File: src/include/conv_macros.svh
`ifndef CONV_MACROS_SVH
`define CONV_MACROS_SVH

// number of multiply-accumulate lanes working in parallel
`define CONV_GROUP_NB 4

// signed sample widths of the image and kernel operands
`define CONV_IMG_WIDTH 8
`define CONV_KER_WIDTH 8

// one memory word holds an image sample above a kernel sample
`define CONV_WORD_WIDTH (`CONV_IMG_WIDTH + `CONV_KER_WIDTH)

// sample memory geometry
`define CONV_MEM_DEPTH 256
`define CONV_MEM_AW 8

`endif

File: src/hw/mem_bus_if.sv
`timescale 1ns/1ns

`include "conv_macros.svh"

interface mem_bus_if;

    logic                        req;
    logic                        we;
    logic [`CONV_MEM_AW-1:0]     addr;
    logic [`CONV_WORD_WIDTH-1:0] wdata;
    logic                        gnt;
    logic [`CONV_WORD_WIDTH-1:0] rdata;

    // a requester holds req and its payload until gnt comes back
    modport requester (output req, we, addr, wdata, input gnt, rdata);

    // gnt is decided in the same cycle, rdata follows one cycle after a read grant
    modport arbiter (input req, we, addr, wdata, output gnt, rdata);

endinterface

File: src/hw/mem_arbiter.sv
`timescale 1ns/1ns

`include "conv_macros.svh"

module mem_arbiter (
    input  logic                        clk,
    input  logic                        rst,
    mem_bus_if.arbiter                  port0,
    mem_bus_if.arbiter                  port1,
    output logic                        mem_we,
    output logic [`CONV_MEM_AW-1:0]     mem_addr,
    output logic [`CONV_WORD_WIDTH-1:0] mem_wdata,
    input  logic [`CONV_WORD_WIDTH-1:0] mem_rdata
);

    logic last_one;
    logic gnt0;
    logic gnt1;

    // on contention the port that did not win last time goes first
    assign gnt0 = port0.req && (!port1.req || last_one);
    assign gnt1 = port1.req && (!port0.req || !last_one);

    assign port0.gnt = gnt0;
    assign port1.gnt = gnt1;

    always_ff @(posedge clk) begin
        if (rst) begin
            last_one <= 1'b0;
        end else if (gnt0) begin
            last_one <= 1'b0;
        end else if (gnt1) begin
            last_one <= 1'b1;
        end
    end

    assign mem_we    = (gnt0 && port0.we) || (gnt1 && port1.we);
    assign mem_addr  = gnt0 ? port0.addr : port1.addr;
    assign mem_wdata = gnt0 ? port0.wdata : port1.wdata;

    // each requester only samples rdata the cycle after its own grant
    assign port0.rdata = mem_rdata;
    assign port1.rdata = mem_rdata;

    // a requester that loses a contention is granted in the next cycle
    a_port0_served: assert property (@(posedge clk) disable iff (rst)
        port0.req && !port0.gnt |=> !port0.req || port0.gnt);

    a_port1_served: assert property (@(posedge clk) disable iff (rst)
        port1.req && !port1.gnt |=> !port1.req || port1.gnt);

endmodule

File: src/flat_wrapper.sv
// flat-port wrapper written by rule: the top's interface ports become plain ports
module mem_arbiter_flat 
  (clk, rst, mem_we, mem_addr, mem_wdata, mem_rdata, port0_req, port0_we, port0_addr, port0_wdata, port0_gnt, port0_rdata, port1_req, port1_we, port1_addr, port1_wdata, port1_gnt, port1_rdata);
  mem_bus_if port0_i ();
  mem_bus_if port1_i ();
  input  logic clk;
  input  logic rst;
  output logic mem_we;
  output logic [`CONV_MEM_AW-1:0] mem_addr;
  output logic [`CONV_WORD_WIDTH-1:0] mem_wdata;
  input  logic [`CONV_WORD_WIDTH-1:0] mem_rdata;
  input wire logic [$bits(port0_i.req)-1:0] port0_req;
  input wire logic [$bits(port0_i.we)-1:0] port0_we;
  input wire logic [$bits(port0_i.addr)-1:0] port0_addr;
  input wire logic [$bits(port0_i.wdata)-1:0] port0_wdata;
  output wire logic [$bits(port0_i.gnt)-1:0] port0_gnt;
  output wire logic [$bits(port0_i.rdata)-1:0] port0_rdata;
  input wire logic [$bits(port1_i.req)-1:0] port1_req;
  input wire logic [$bits(port1_i.we)-1:0] port1_we;
  input wire logic [$bits(port1_i.addr)-1:0] port1_addr;
  input wire logic [$bits(port1_i.wdata)-1:0] port1_wdata;
  output wire logic [$bits(port1_i.gnt)-1:0] port1_gnt;
  output wire logic [$bits(port1_i.rdata)-1:0] port1_rdata;
  assign port0_i.req = port0_req;
  assign port0_i.we = port0_we;
  assign port0_i.addr = port0_addr;
  assign port0_i.wdata = port0_wdata;
  assign port0_gnt = port0_i.gnt;
  assign port0_rdata = port0_i.rdata;
  assign port1_i.req = port1_req;
  assign port1_i.we = port1_we;
  assign port1_i.addr = port1_addr;
  assign port1_i.wdata = port1_wdata;
  assign port1_gnt = port1_i.gnt;
  assign port1_rdata = port1_i.rdata;
  mem_arbiter u_core (.clk(clk), .rst(rst), .port0(port0_i), .port1(port1_i), .mem_we(mem_we), .mem_addr(mem_addr), .mem_wdata(mem_wdata), .mem_rdata(mem_rdata));
endmodule
File: config.mk
export PLATFORM = sky130hd
export DESIGN_NAME = mem_arbiter_flat
export DESIGN_NICKNAME = d
export VERILOG_FILES = /design/src/hw/mem_bus_if.sv /design/src/hw/mem_arbiter.sv /design/src/flat_wrapper.sv
export VERILOG_INCLUDE_DIRS = /design/src /design/src/include
export SDC_FILE = /design/constraint.sdc
export NUM_CORES = 1
export LEC_CHECK = 0
export BUFFER_PORTS_ARGS = -buffer_cell sky130_fd_sc_hd__clkbuf_2
export CAP_MARGIN = 20
export CORE_MARGIN = 5
export CORE_UTILIZATION = 28
export CTS_CLUSTER_DIAMETER = 50
export DETAILED_ROUTE_END_ITERATION = 16
export PLACE_DENSITY = 0.95
export SYNTH_ARGS = -nofsm -noshare
export SYNTH_HDL_FRONTEND = slang
export SYNTH_SLANG_ARGS = --single-unit
File: constraint.sdc
create_clock -name clk -period 2.8 [get_ports clk]
set_input_delay 0.56 -clock clk [delete_from_list [all_inputs] [get_ports clk]]
set_output_delay 0.56 -clock clk [all_outputs]
set_load 0.02 [all_outputs]
==> metrics.txt, run 1 <==
# TYPE chip_impl_metric gauge
chip_impl_info{name="worstReg2RegStart",value="u_core.last_one"} 1
chip_impl_info{name="hp-start",value="u_core.last_one"} 1
chip_impl_metric{name="yosys.cell_types.count",unit=""} 12
chip_impl_metric{name="worst_ep_arrival_time",unit="ns"} 1.61
chip_impl_metric{name="post_cts.repair.setup_buffers",unit=""} 0
chip_impl_metric{name="synthesis.area",unit="um^2"} 682
chip_impl_info{name="regMostFlops",value="u_core.last_one"} 1
chip_impl_info{name="layout_common_cells",value="clkbuf_2, mux2_4, mux2_2"} 1
chip_impl_metric{name="remaining_drc_errors",unit=""} 0
chip_impl_metric{name="r2r_setup_slack",unit="ns"} 2.04
chip_impl_metric{name="netlist_instances",unit=""} 66
chip_impl_metric{name="critical_path.max_fanout",unit=""} 25
chip_impl_metric{name="net_switching",unit="mW"} 0.0904
chip_impl_metric{name="clk_latency",unit="ns"} 0
chip_impl_metric{name="slew_worst_pin",unit="ns"} 0.431
chip_impl_metric{name="placeable_core_area",unit="um^2"} 2280
chip_impl_metric{name="largest_net_degree_at_the_start_of_global_routing",unit=""} 26
chip_impl_metric{name="drt.antenna.violating_nets",unit=""} 0
chip_impl_metric{name="setup_violations",unit=""} 0
chip_impl_metric{name="slew_violations",unit=""} 0
chip_impl_metric{name="drv.max_cap_violation_count",unit=""} 0
chip_impl_metric{name="dp.final_hpwl",unit="um"} 1950
chip_impl_metric{name="post_cts_resized",unit=""} 0
chip_impl_metric{name="flip_flop_count_of_the_largest_register_after_layout",unit=""} 1
chip_impl_info{name="startpoint",value="port1_req"} 1
chip_impl_metric{name="die_width",unit="um"} 59.4
chip_impl_metric{name="wire_per_inst",unit="um"} 15.0
chip_impl_metric{name="clockPowerShare",unit="%"} 0
chip_impl_info{name="largest_registers",value="u_core.last_one (1)"} 1
chip_impl_metric{name="leakage",unit="nW"} 0.558
chip_impl_metric{name="grt_pass1_vias",unit=""} 692
chip_impl_metric{name="cp_data_required_time",unit="ns"} 2.24
chip_impl_metric{name="p_per_area",unit="nW/um^2"} 235
chip_impl_metric{name="diodes",unit=""} 0
chip_impl_metric{name="initial_core_util",unit="%"} 30.0
chip_impl_metric{name="report.final.hold_viol_count",unit=""} 0
chip_impl_metric{name="die_extent_in_y",unit="um"} 59.4
chip_impl_metric{name="final.setup.worst_slack",unit="ns"} 0.634
chip_impl_metric{name="synth-seq-area-share",unit="%"} 2.94
chip_impl_metric{name="fillCellCount",unit=""} 242
chip_impl_metric{name="fin_util",unit="%"} 37.5
chip_impl_metric{name="detail_route.wirelength",unit="um"} 2100
chip_impl_metric{name="total_i_o_pin_count",unit=""} 129
chip_impl_metric{name="global_route.overflow_total",unit=""} 0
chip_impl_metric{name="drtPass1Iterations",unit=""} 2
chip_impl_info{name="critical_path_class",value="in -> out"} 1
chip_impl_metric{name="place.port_buffers",unit=""} 80
chip_impl_metric{name="worst_slew_margin_rel",unit="%"} 71.2
chip_impl_info{name="mostFrequentLayoutCell",value="clkbuf_2"} 1
chip_impl_metric{name="drive_gt1_share",unit="%"} 94.6
chip_impl_metric{name="part_of_the_total_power_dissipated_in_sequential_elements",unit="%"} 8.1
chip_impl_info{name="cp-start-kind",value="input port"} 1
chip_impl_metric{name="via_count",unit=""} 588
chip_impl_metric{name="power.combinational.fraction",unit="%"} 91.9
chip_impl_metric{name="max_freq",unit="GHz"} 0.462
chip_impl_metric{name="nets",unit=""} 184
chip_impl_info{name="worstHoldPathType",value="reg -> reg"} 1
chip_impl_metric{name="worst_clock_skew",unit="ns"} 0
chip_impl_metric{name="clk_transition_reported_paths",unit="ns"} 0
chip_impl_metric{name="synth-seq-cells",unit=""} 1
chip_impl_metric{name="final_period_utilization",unit="%"} 77.4
chip_impl_metric{name="grtUsageTotal",unit="%"} 10.7
chip_impl_metric{name="yosys_warnings",unit=""} 0
chip_impl_metric{name="syn_avg_cell_area",unit="um^2"} 10.3
chip_impl_metric{name="layout_min_cycle_time",unit="ns"} 2.17
chip_impl_metric{name="post_cts_hold_buffer_count",unit=""} 0
chip_impl_info{name="setup.worst_path.end_class",value="output port"} 1
chip_impl_metric{name="global_route_wire_length_before_repair",unit="um"} 3020
chip_impl_metric{name="via_per_inst",unit=""} 4.20
chip_impl_metric{name="grt_antenna_before_repair",unit=""} 0
chip_impl_metric{name="place.gp.congestion",unit=""} 0.713
chip_impl_metric{name="switching_share",unit="%"} 45.1
chip_impl_info{name="outcome",value="finished, final reports clean"} 1
chip_impl_metric{name="drt_iter0_drc",unit=""} 6
chip_impl_metric{name="post_synthesis_net_count",unit=""} 136
chip_impl_metric{name="p_int",unit="mW"} 0.110
chip_impl_metric{name="max-vdd-ir-drop",unit="uV"} 142
chip_impl_metric{name="area.growth.synth_to_final",unit="%"} 25.3
chip_impl_metric{name="finalSetupTns",unit="ns"} 0
chip_impl_info{name="grt_setup_unrepaired",value="no"} 1
chip_impl_metric{name="pre_cts_slack",unit="ns"} 0.616
chip_impl_metric{name="design.die.area",unit="um^2"} 3520
chip_impl_metric{name="rows",unit=""} 17
## layer usage
metal  up-vias  wire [um]  global-route usage (%)  share of wire (%)
li1        286          -                       -                  -
met1       259        569                    9.82                 27
met2        35       1280                    22.6                 61
met3         8        220                    2.40                 10
met4         0         27                    2.59                1.3
met5         -          0                       0                  0
## through the flow
| step | hold slack, ns | instance area, um^2 | cells | total power, mW |
|---|---|---|---|---|
| finish | 0.554 | 855 | 140 | 0.200 |
| CTS | 0.553 | 855 | 140 | 0.204 |
| detailed placement | 0.551 | 855 | 140 | 0.204 |
| global route | 0.586 | 855 | 140 | 0.214 |
| global placement | 0.546 | 855 | 140 | 0.199 |
| floorplan | 0.526 | 682 | 66 | 0.200 |
## critical path, cell delays in order
cell and delay [ns]:
clkbuf_2 0.11, nand2b_4 0.06, nand2_4 0.33, mux2_2 0.38, clkbuf_2 0.15
## synth_stat cells
master     n  area share [%]
mux2_4    19              42
a21boi_0   1             1.1
buf_4     32              35
a21oi_1    1            0.73
nand2b_4   1             2.0
inv_1      1            0.55
nand2_4    1             1.7
mux2_2     5             8.3
a22o_1     1             1.3
buf_6      2             3.3
or2b_1     1             1.1
dfxtp_1    1             2.9
## power by group through the flow
stage | combinational, mW | clock [mW] | sequential, mW
final | 0.184 | 0 | 0.0162
after CTS | 0.188 | 0 | 0.0162
after global routing | 0.197 | 0 | 0.0164
after detailed placement | 0.187 | 0 | 0.0162
after floorplan | 0.184 | 0 | 0.0161
after global placement | 0.183 | 0 | 0.0162
## final cells by class
class                      count  area (um^2)  share of cell area [%]
multi-input combinational     30          395                    46.3
timing repair buffer          80          400                    46.9
sequential                     1         20.0                    2.34
tap                           28         35.0                    4.10
inverter                       1         3.75                   0.439
## kinds of logic after synthesis
kind of cell | share of synthesized area (%)
muxes | 50.1
and+or+nand+nor | 4.77
DFF | 2.94
buffers and inverters | 39.1
AOI/OAI and AO/OA | 3.12
## final timing paths
check | end | depth (start not counted)
max | mem_addr[7] | 5
max reg2reg | u_core.last_one | 2
min reg2reg | u_core.last_one | 2
min | u_core.last_one | 2
No activity file was read; power rests on OpenSTA's default activity.
==> run 2, diff against run 1 <==
--- a/config.mk
+++ b/config.mk
@@ -9,10 +9,10 @@
 export BUFFER_PORTS_ARGS = -buffer_cell sky130_fd_sc_hd__clkbuf_2
 export CAP_MARGIN = 20
 export CORE_MARGIN = 5
-export CORE_UTILIZATION = 28
+export CORE_UTILIZATION = 26
 export CTS_CLUSTER_DIAMETER = 50
 export DETAILED_ROUTE_END_ITERATION = 16
-export PLACE_DENSITY = 0.95
+export PLACE_DENSITY = 0.91
 export SYNTH_ARGS = -nofsm -noshare
 export SYNTH_HDL_FRONTEND = slang
 export SYNTH_SLANG_ARGS = --single-unit
==> constraint.sdc (replaced) <==
create_clock -name clk -period 2 [get_ports clk]
set_input_delay 0.4 -clock clk [delete_from_list [all_inputs] [get_ports clk]]
set_output_delay 0.4 -clock clk [all_outputs]
set_load 0.02 [all_outputs]
==> metrics.txt, run 2 (synthesis gave the netlist of run 1 again) <==
# TYPE chip_impl_metric gauge
chip_impl_metric{name="die_extent_in_y",unit="um"} 61.2
chip_impl_metric{name="wire_per_inst",unit="um"} 14.5
chip_impl_metric{name="critical_path.max_fanout",unit=""} 25
chip_impl_metric{name="total_i_o_pin_count",unit=""} 129
chip_impl_metric{name="post_cts_resized",unit=""} 0
chip_impl_metric{name="layout_min_cycle_time",unit="ns"} 1.86
chip_impl_metric{name="finalSetupTns",unit="ns"} 0
chip_impl_info{name="mostFrequentLayoutCell",value="clkbuf_2"} 1
chip_impl_metric{name="via_count",unit=""} 595
chip_impl_metric{name="drt.antenna.violating_nets",unit=""} 0
chip_impl_metric{name="worst_clock_skew",unit="ns"} 0
chip_impl_metric{name="drtPass1Iterations",unit=""} 3
chip_impl_info{name="outcome",value="finished, final reports clean"} 1
chip_impl_metric{name="design_area",unit="um^2"} 857
chip_impl_metric{name="slew_violations",unit=""} 0
chip_impl_metric{name="die_width",unit="um"} 61.2
chip_impl_metric{name="design.die.area",unit="um^2"} 3750
chip_impl_metric{name="post_cts.repair.setup_buffers",unit=""} 0
chip_impl_metric{name="global_route_wire_length_before_repair",unit="um"} 2780
chip_impl_metric{name="clk_latency",unit="ns"} 0
chip_impl_metric{name="detail_route.wirelength",unit="um"} 2060
chip_impl_metric{name="worst_ep_arrival_time",unit="ns"} 1.46
chip_impl_metric{name="grtUsageTotal",unit="%"} 9.34
chip_impl_metric{name="largest_net_degree_at_the_start_of_global_routing",unit=""} 26
chip_impl_metric{name="max-vdd-ir-drop",unit="uV"} 183
chip_impl_metric{name="final.hold.worst_slack",unit="ns"} 0.557
chip_impl_metric{name="drive_gt1_share",unit="%"} 94.6
chip_impl_metric{name="dpl_cell_area",unit="um^2"} 857
chip_impl_metric{name="p_total",unit="mW"} 0.280
chip_impl_metric{name="final.setup.worst_slack",unit="ns"} 0.145
chip_impl_metric{name="leakage",unit="nW"} 0.558
chip_impl_metric{name="p_per_area",unit="nW/um^2"} 327
chip_impl_metric{name="cp_data_required_time",unit="ns"} 1.60
chip_impl_metric{name="global_route.overflow_total",unit=""} 0
chip_impl_metric{name="drt_iter0_drc",unit=""} 3
chip_impl_info{name="worstHoldPathType",value="reg -> reg"} 1
chip_impl_metric{name="grt_pass1_vias",unit=""} 609
chip_impl_metric{name="final_period_utilization",unit="%"} 92.8
chip_impl_metric{name="via_per_inst",unit=""} 4.19
chip_impl_metric{name="placed_cells",unit=""} 142
chip_impl_metric{name="dp.final_hpwl",unit="um"} 1930
chip_impl_info{name="grt_setup_unrepaired",value="no"} 1
chip_impl_metric{name="initial_core_util",unit="%"} 27.3
chip_impl_info{name="critical_path_class",value="in -> out"} 1
chip_impl_metric{name="rows",unit=""} 18
chip_impl_metric{name="area.growth.synth_to_final",unit="%"} 25.7
chip_impl_metric{name="nets",unit=""} 184
chip_impl_metric{name="diodes",unit=""} 0
chip_impl_metric{name="fin_util",unit="%"} 34.3
chip_impl_info{name="setup.worst_path.end_class",value="output port"} 1
chip_impl_metric{name="place.port_buffers",unit=""} 80
chip_impl_metric{name="pre_cts_slack",unit="ns"} 0.138
chip_impl_info{name="regMostFlops",value="u_core.last_one"} 1
chip_impl_metric{name="slew_worst_pin",unit="ns"} 0.415
chip_impl_info{name="largest_registers",value="u_core.last_one (1)"} 1
chip_impl_metric{name="placeable_core_area",unit="um^2"} 2500
chip_impl_metric{name="setup_violations",unit=""} 0
chip_impl_metric{name="worst_slew_margin_rel",unit="%"} 72.3
chip_impl_metric{name="report.final.hold_viol_count",unit=""} 0
chip_impl_info{name="layout_common_cells",value="clkbuf_2, mux2_4, mux2_2"} 1
chip_impl_metric{name="instances_no_fill",unit=""} 142
chip_impl_metric{name="drv.max_cap_violation_count",unit=""} 0
chip_impl_metric{name="clk_transition_reported_paths",unit="ns"} 0
chip_impl_metric{name="remaining_drc_errors",unit=""} 0
chip_impl_metric{name="flip_flop_count_of_the_largest_register_after_layout",unit=""} 1
chip_impl_info{name="cp-start-kind",value="input port"} 1
chip_impl_metric{name="max_freq",unit="GHz"} 0.539
chip_impl_metric{name="post_cts_hold_buffer_count",unit=""} 0
chip_impl_metric{name="grt_antenna_before_repair",unit=""} 0
chip_impl_metric{name="place.gp.congestion",unit=""} 0.733
==> run 2: cell counts in the layout (fill, tap and decap cells not counted) <==
Identical to the previous run, type by type.
==> run 2: area by class of cell <==
cell class | instances | area [um^2]
multi-input cells | 30 | 395
repair buffers | 80 | 400
fillers | 264 | 1640
flip-flops and latches | 1 | 20.0
inverters | 1 | 3.75
well taps | 30 | 37.5
==> run 2: final timing paths <==
path | slack [ns] | from | endpoint | cells past startpoint
max | 0.14 | port1_req | mem_wdata[1] | 5
min | 0.56 | u_core.last_one | u_core.last_one | 2
max reg2reg | 1.24 | u_core.last_one | u_core.last_one | 2
min reg2reg | 0.56 | u_core.last_one | u_core.last_one | 2
==> run 2: report_power, final <==
group / switching, mW / internal, mW / leakage [nW]
Sequential: 0.000964 / 0.0219 / 0.00832
Clock: 0 / 0 / 0
Combinational: 0.125 / 0.132 / 0.550
==> run 2: layer usage <==
layer  wire [um]  GRT usage [%]  vias to the layer above  part of all wire, %
li1            -              -                      283                    -
met1         674           11.0                      282                   33
met2        1190           17.5                       30                   58
met3         193           2.31                        0                  9.4
met4           0          0.929                        0                    0
met5           0              0                        -                    0
==> run 2: worst max-delay path, cell delays in order <==
cell	delay (ns)
clkbuf_2	0.11
nand2b_4	0.07
nand2_4	0.33
mux2_2	0.38
clkbuf_2	0.15
==> run 3, diff against run 2 <==
--- a/config.mk
+++ b/config.mk
@@ -6,13 +6,14 @@
 export SDC_FILE = /design/constraint.sdc
 export NUM_CORES = 1
 export LEC_CHECK = 0
+export ABC_AREA = 1
 export BUFFER_PORTS_ARGS = -buffer_cell sky130_fd_sc_hd__clkbuf_2
 export CAP_MARGIN = 20
 export CORE_MARGIN = 5
-export CORE_UTILIZATION = 26
+export CORE_UTILIZATION = 29
 export CTS_CLUSTER_DIAMETER = 50
 export DETAILED_ROUTE_END_ITERATION = 16
-export PLACE_DENSITY = 0.91
+export PLACE_DENSITY = 0.92
 export SYNTH_ARGS = -nofsm -noshare
 export SYNTH_HDL_FRONTEND = slang
 export SYNTH_SLANG_ARGS = --single-unit
==> metrics.txt, run 3 <==
# TYPE chip_impl_metric gauge
chip_impl_metric{name="placeable_core_area",unit="um^2"} 2710
chip_impl_metric{name="total_i_o_pin_count",unit=""} 129
chip_impl_metric{name="reg2reg_depth",unit=""} 3
chip_impl_metric{name="drt_iter0_drc",unit=""} 44
chip_impl_metric{name="die_extent_in_y",unit="um"} 62.6
chip_impl_metric{name="netlist_instances",unit=""} 127
chip_impl_metric{name="clk_transition_reported_paths",unit="ns"} 0
chip_impl_metric{name="dp.final_hpwl",unit="um"} 1900
chip_impl_metric{name="via_count",unit=""} 929
chip_impl_info{name="grt_setup_unrepaired",value="no"} 1
chip_impl_metric{name="final_period_utilization",unit="%"} 83.8
chip_impl_metric{name="part_of_the_total_power_dissipated_in_sequential_elements",unit="%"} 7.9
chip_impl_metric{name="report.final.hold_viol_count",unit=""} 0
chip_impl_info{name="most_common_cell_on_crit_path",value="clkbuf_2"} 1
chip_impl_info{name="worst_path_max_delay_cell",value="nand2_4"} 1
chip_impl_metric{name="min_path_cells",unit=""} 2
chip_impl_metric{name="slew_worst_pin",unit="ns"} 0.310
chip_impl_metric{name="global_route_wire_length_before_repair",unit="um"} 3750
chip_impl_metric{name="drtPass1Iterations",unit=""} 4
chip_impl_metric{name="p_int",unit="mW"} 0.131
chip_impl_metric{name="place.port_buffers",unit=""} 80
chip_impl_metric{name="largest_net_degree_at_the_start_of_global_routing",unit=""} 28
chip_impl_info{name="critical_path_class",value="in -> out"} 1
chip_impl_metric{name="place.gp.congestion",unit=""} 0.719
chip_impl_metric{name="fin_util",unit="%"} 34.3
chip_impl_info{name="dominantRegCellSynth",value="dfxtp_1"} 1
chip_impl_metric{name="cp.buffers_inverters",unit=""} 2
chip_impl_metric{name="synth-seq-cells",unit=""} 1
chip_impl_metric{name="yosys_warnings",unit=""} 0
chip_impl_info{name="critical-path-top-delay-family",value="simple AND/OR/NAND/NOR gates"} 1
chip_impl_metric{name="design.die.area",unit="um^2"} 3920
chip_impl_metric{name="async_sr_flop_fraction",unit="%"} 0
chip_impl_info{name="worstReg2RegStart",value="u_core.last_one"} 1
chip_impl_metric{name="yosys.cell_types.count",unit=""} 12
chip_impl_metric{name="drv.max_cap_violation_count",unit=""} 0
chip_impl_metric{name="global_route.overflow_total",unit=""} 0
chip_impl_info{name="worstHoldPathType",value="reg -> reg"} 1
chip_impl_metric{name="ff_latch_area",unit="um^2"} 20.0
chip_impl_metric{name="wire_per_inst",unit="um"} 11.7
chip_impl_info{name="synthMostInstantiatedCell",value="nand3_1"} 1
chip_impl_metric{name="remaining_drc_errors",unit=""} 0
chip_impl_metric{name="worst_slew_margin_rel",unit="%"} 79.3
chip_impl_info{name="hp-start",value="u_core.last_one"} 1
chip_impl_metric{name="drive_gt1_share",unit="%"} 56.9
chip_impl_metric{name="finalSetupTns",unit="ns"} 0
chip_impl_metric{name="slew_violations",unit=""} 0
chip_impl_metric{name="instances_no_fill",unit=""} 198
chip_impl_info{name="cp-start-kind",value="input port"} 1
chip_impl_info{name="synth.top_cells.by_area",value="buf_4, nand3_1, nand2_1, nand3_2, buf_6"} 1
chip_impl_metric{name="post_cts_resized",unit=""} 0
chip_impl_metric{name="diodes",unit=""} 0
chip_impl_metric{name="nets",unit=""} 239
chip_impl_metric{name="layout_min_cycle_time",unit="ns"} 1.68
chip_impl_metric{name="post_cts.repair.setup_buffers",unit=""} 0
chip_impl_metric{name="synth-edff-count",unit=""} 0
chip_impl_metric{name="switching_share",unit="%"} 57.2
chip_impl_metric{name="cp_data_required_time",unit="ns"} 1.60
chip_impl_metric{name="worst_ep_arrival_time",unit="ns"} 1.28
chip_impl_info{name="setup.worst_path.end_class",value="output port"} 1
chip_impl_metric{name="setup_violations",unit=""} 0
chip_impl_metric{name="worst_clock_skew",unit="ns"} 0
chip_impl_metric{name="p_per_area",unit="nW/um^2"} 329
chip_impl_metric{name="via_per_inst",unit=""} 4.69
chip_impl_metric{name="leakage",unit="nW"} 0.619
chip_impl_metric{name="fillCellCount",unit=""} 313
chip_impl_metric{name="clk_latency",unit="ns"} 0
chip_impl_info{name="largest_registers",value="u_core.last_one (1)"} 1
chip_impl_metric{name="drt.antenna.violating_nets",unit=""} 0
chip_impl_metric{name="worst-path-stages",unit=""} 5
chip_impl_metric{name="rows",unit=""} 19
chip_impl_metric{name="max-vdd-ir-drop",unit="uV"} 205
chip_impl_metric{name="placed_cells",unit=""} 198
chip_impl_metric{name="critical_path.max_stage_delay",unit="ns"} 0.30
chip_impl_info{name="layout_common_cells",value="clkbuf_2, nand3_1, nand2_1, nand3_2, nand2_4"} 1
chip_impl_metric{name="synthDominantCellAreaShare",unit="%"} 31.8
chip_impl_metric{name="grt_pass1_vias",unit=""} 887
chip_impl_metric{name="synth-seq-area-share",unit="%"} 2.49
chip_impl_metric{name="synthesis.area",unit="um^2"} 803
chip_impl_info{name="commonest_cells_in_the_netlist",value="nand3_1, buf_4, nand2_1"} 1
chip_impl_info{name="regMostFlops",value="u_core.last_one"} 1
chip_impl_info{name="outcome",value="finished, final reports clean"} 1
chip_impl_metric{name="area.growth.synth_to_final",unit="%"} 15.9
chip_impl_info{name="startpoint",value="port0_req"} 1
chip_impl_info{name="mostFrequentLayoutCell",value="clkbuf_2"} 1
chip_impl_info{name="critical_path.cell_chain",value="clkbuf_2, nand2_4, nand3_1, nand2_1, clkbuf_2"} 1
chip_impl_metric{name="grt_antenna_before_repair",unit=""} 0
chip_impl_metric{name="syn_avg_cell_area",unit="um^2"} 6.32
chip_impl_metric{name="post_synthesis_net_count",unit=""} 197
chip_impl_metric{name="multi_input_area",unit="um^2"} 440
chip_impl_metric{name="pre_cts_slack",unit="ns"} 0.308
chip_impl_metric{name="clockPowerShare",unit="%"} 0
chip_impl_info{name="synth_area_leader_cell",value="buf_4"} 1
chip_impl_metric{name="grtUsageTotal",unit="%"} 10.7
chip_impl_metric{name="final.setup.worst_slack",unit="ns"} 0.323
chip_impl_metric{name="max_freq",unit="GHz"} 0.596
chip_impl_metric{name="net_switching",unit="mW"} 0.175
chip_impl_metric{name="p_total",unit="mW"} 0.306
chip_impl_metric{name="detail_route.wirelength",unit="um"} 2320
chip_impl_metric{name="flip_flop_count_of_the_largest_register_after_layout",unit=""} 1
chip_impl_metric{name="post_cts_hold_buffer_count",unit=""} 0
chip_impl_metric{name="initial_core_util",unit="%"} 29.6
chip_impl_metric{name="die_width",unit="um"} 62.6
chip_impl_metric{name="power.combinational.fraction",unit="%"} 92.1
chip_impl_metric{name="critical_path.max_fanout",unit=""} 27
-- run 3: cell count changes in the layout (fill, tap and decap cells not counted), moves of 2 or more --
| cell | change |
|---|---|
| inv_2 | +2 |
| mux2_2 | -5 |
| mux2_4 | -19 |
| nand2_1 | +27 |
| nand2_4 | +2 |
| nand3_1 | +41 |
| nand3_2 | +9 |
-- run 3: path summary, 6_finish.rpt --
kind / to / slack, ns
min: u_core.last_one / 0.53
max reg2reg: u_core.last_one / 1.15
max: mem_wdata[9] / 0.32
min reg2reg: u_core.last_one / 0.53
-- run 3: cells by family (layout without fill, tap and decap cells) --
logic type             Yosys count  after routing  share of synthesized area, %
AND/OR/NAND/NOR                 80             80                          53.6
flip-flops                       1              1                          2.49
buffers and inverters           44             84                          42.7
AO/OA/AOI/OAI                    2              2                          1.25
-- run 3: metal layers --
metal	vias to the layer above	routed length (um)	global-route usage, %
li1	474	-	-
met1	401	828	10.7
met2	47	1200	21.5
met3	7	249	3.06
met4	0	38	1.86
met5	-	0	0
-- run 3: through the flow --
stage / hold slack, ns / cell area [um^2]
after global placement: 0.522 / 931
after detailed placement: 0.529 / 931
after CTS: 0.531 / 931
after floorplan: 0.509 / 803
after global routing: 0.566 / 931
final: 0.528 / 931
-- run 3: power groups by stage --
stage                     sequential, mW  clock, mW  combinational, mW
after floorplan                   0.0239          0              0.276
after global placement            0.0240          0              0.282
after detailed placement          0.0242          0              0.286
after CTS                         0.0242          0              0.287
after global routing              0.0242          0              0.310
final                             0.0242          0              0.282
-- run 3: worst reg2reg max path: stages (launching register included) --
cell	delay [ns]
dfxtp_1	0.38
nand2_4	0.20
nand2_1	0.11
a21oi_1	0.04
-- run 3: layout make-up --
class,instances,share of cell area (%)
inverter,3,1.21
multi-input combinational,82,47.3
timing repair buffer,81,45.2
sequential,1,2.15
tap,31,4.17
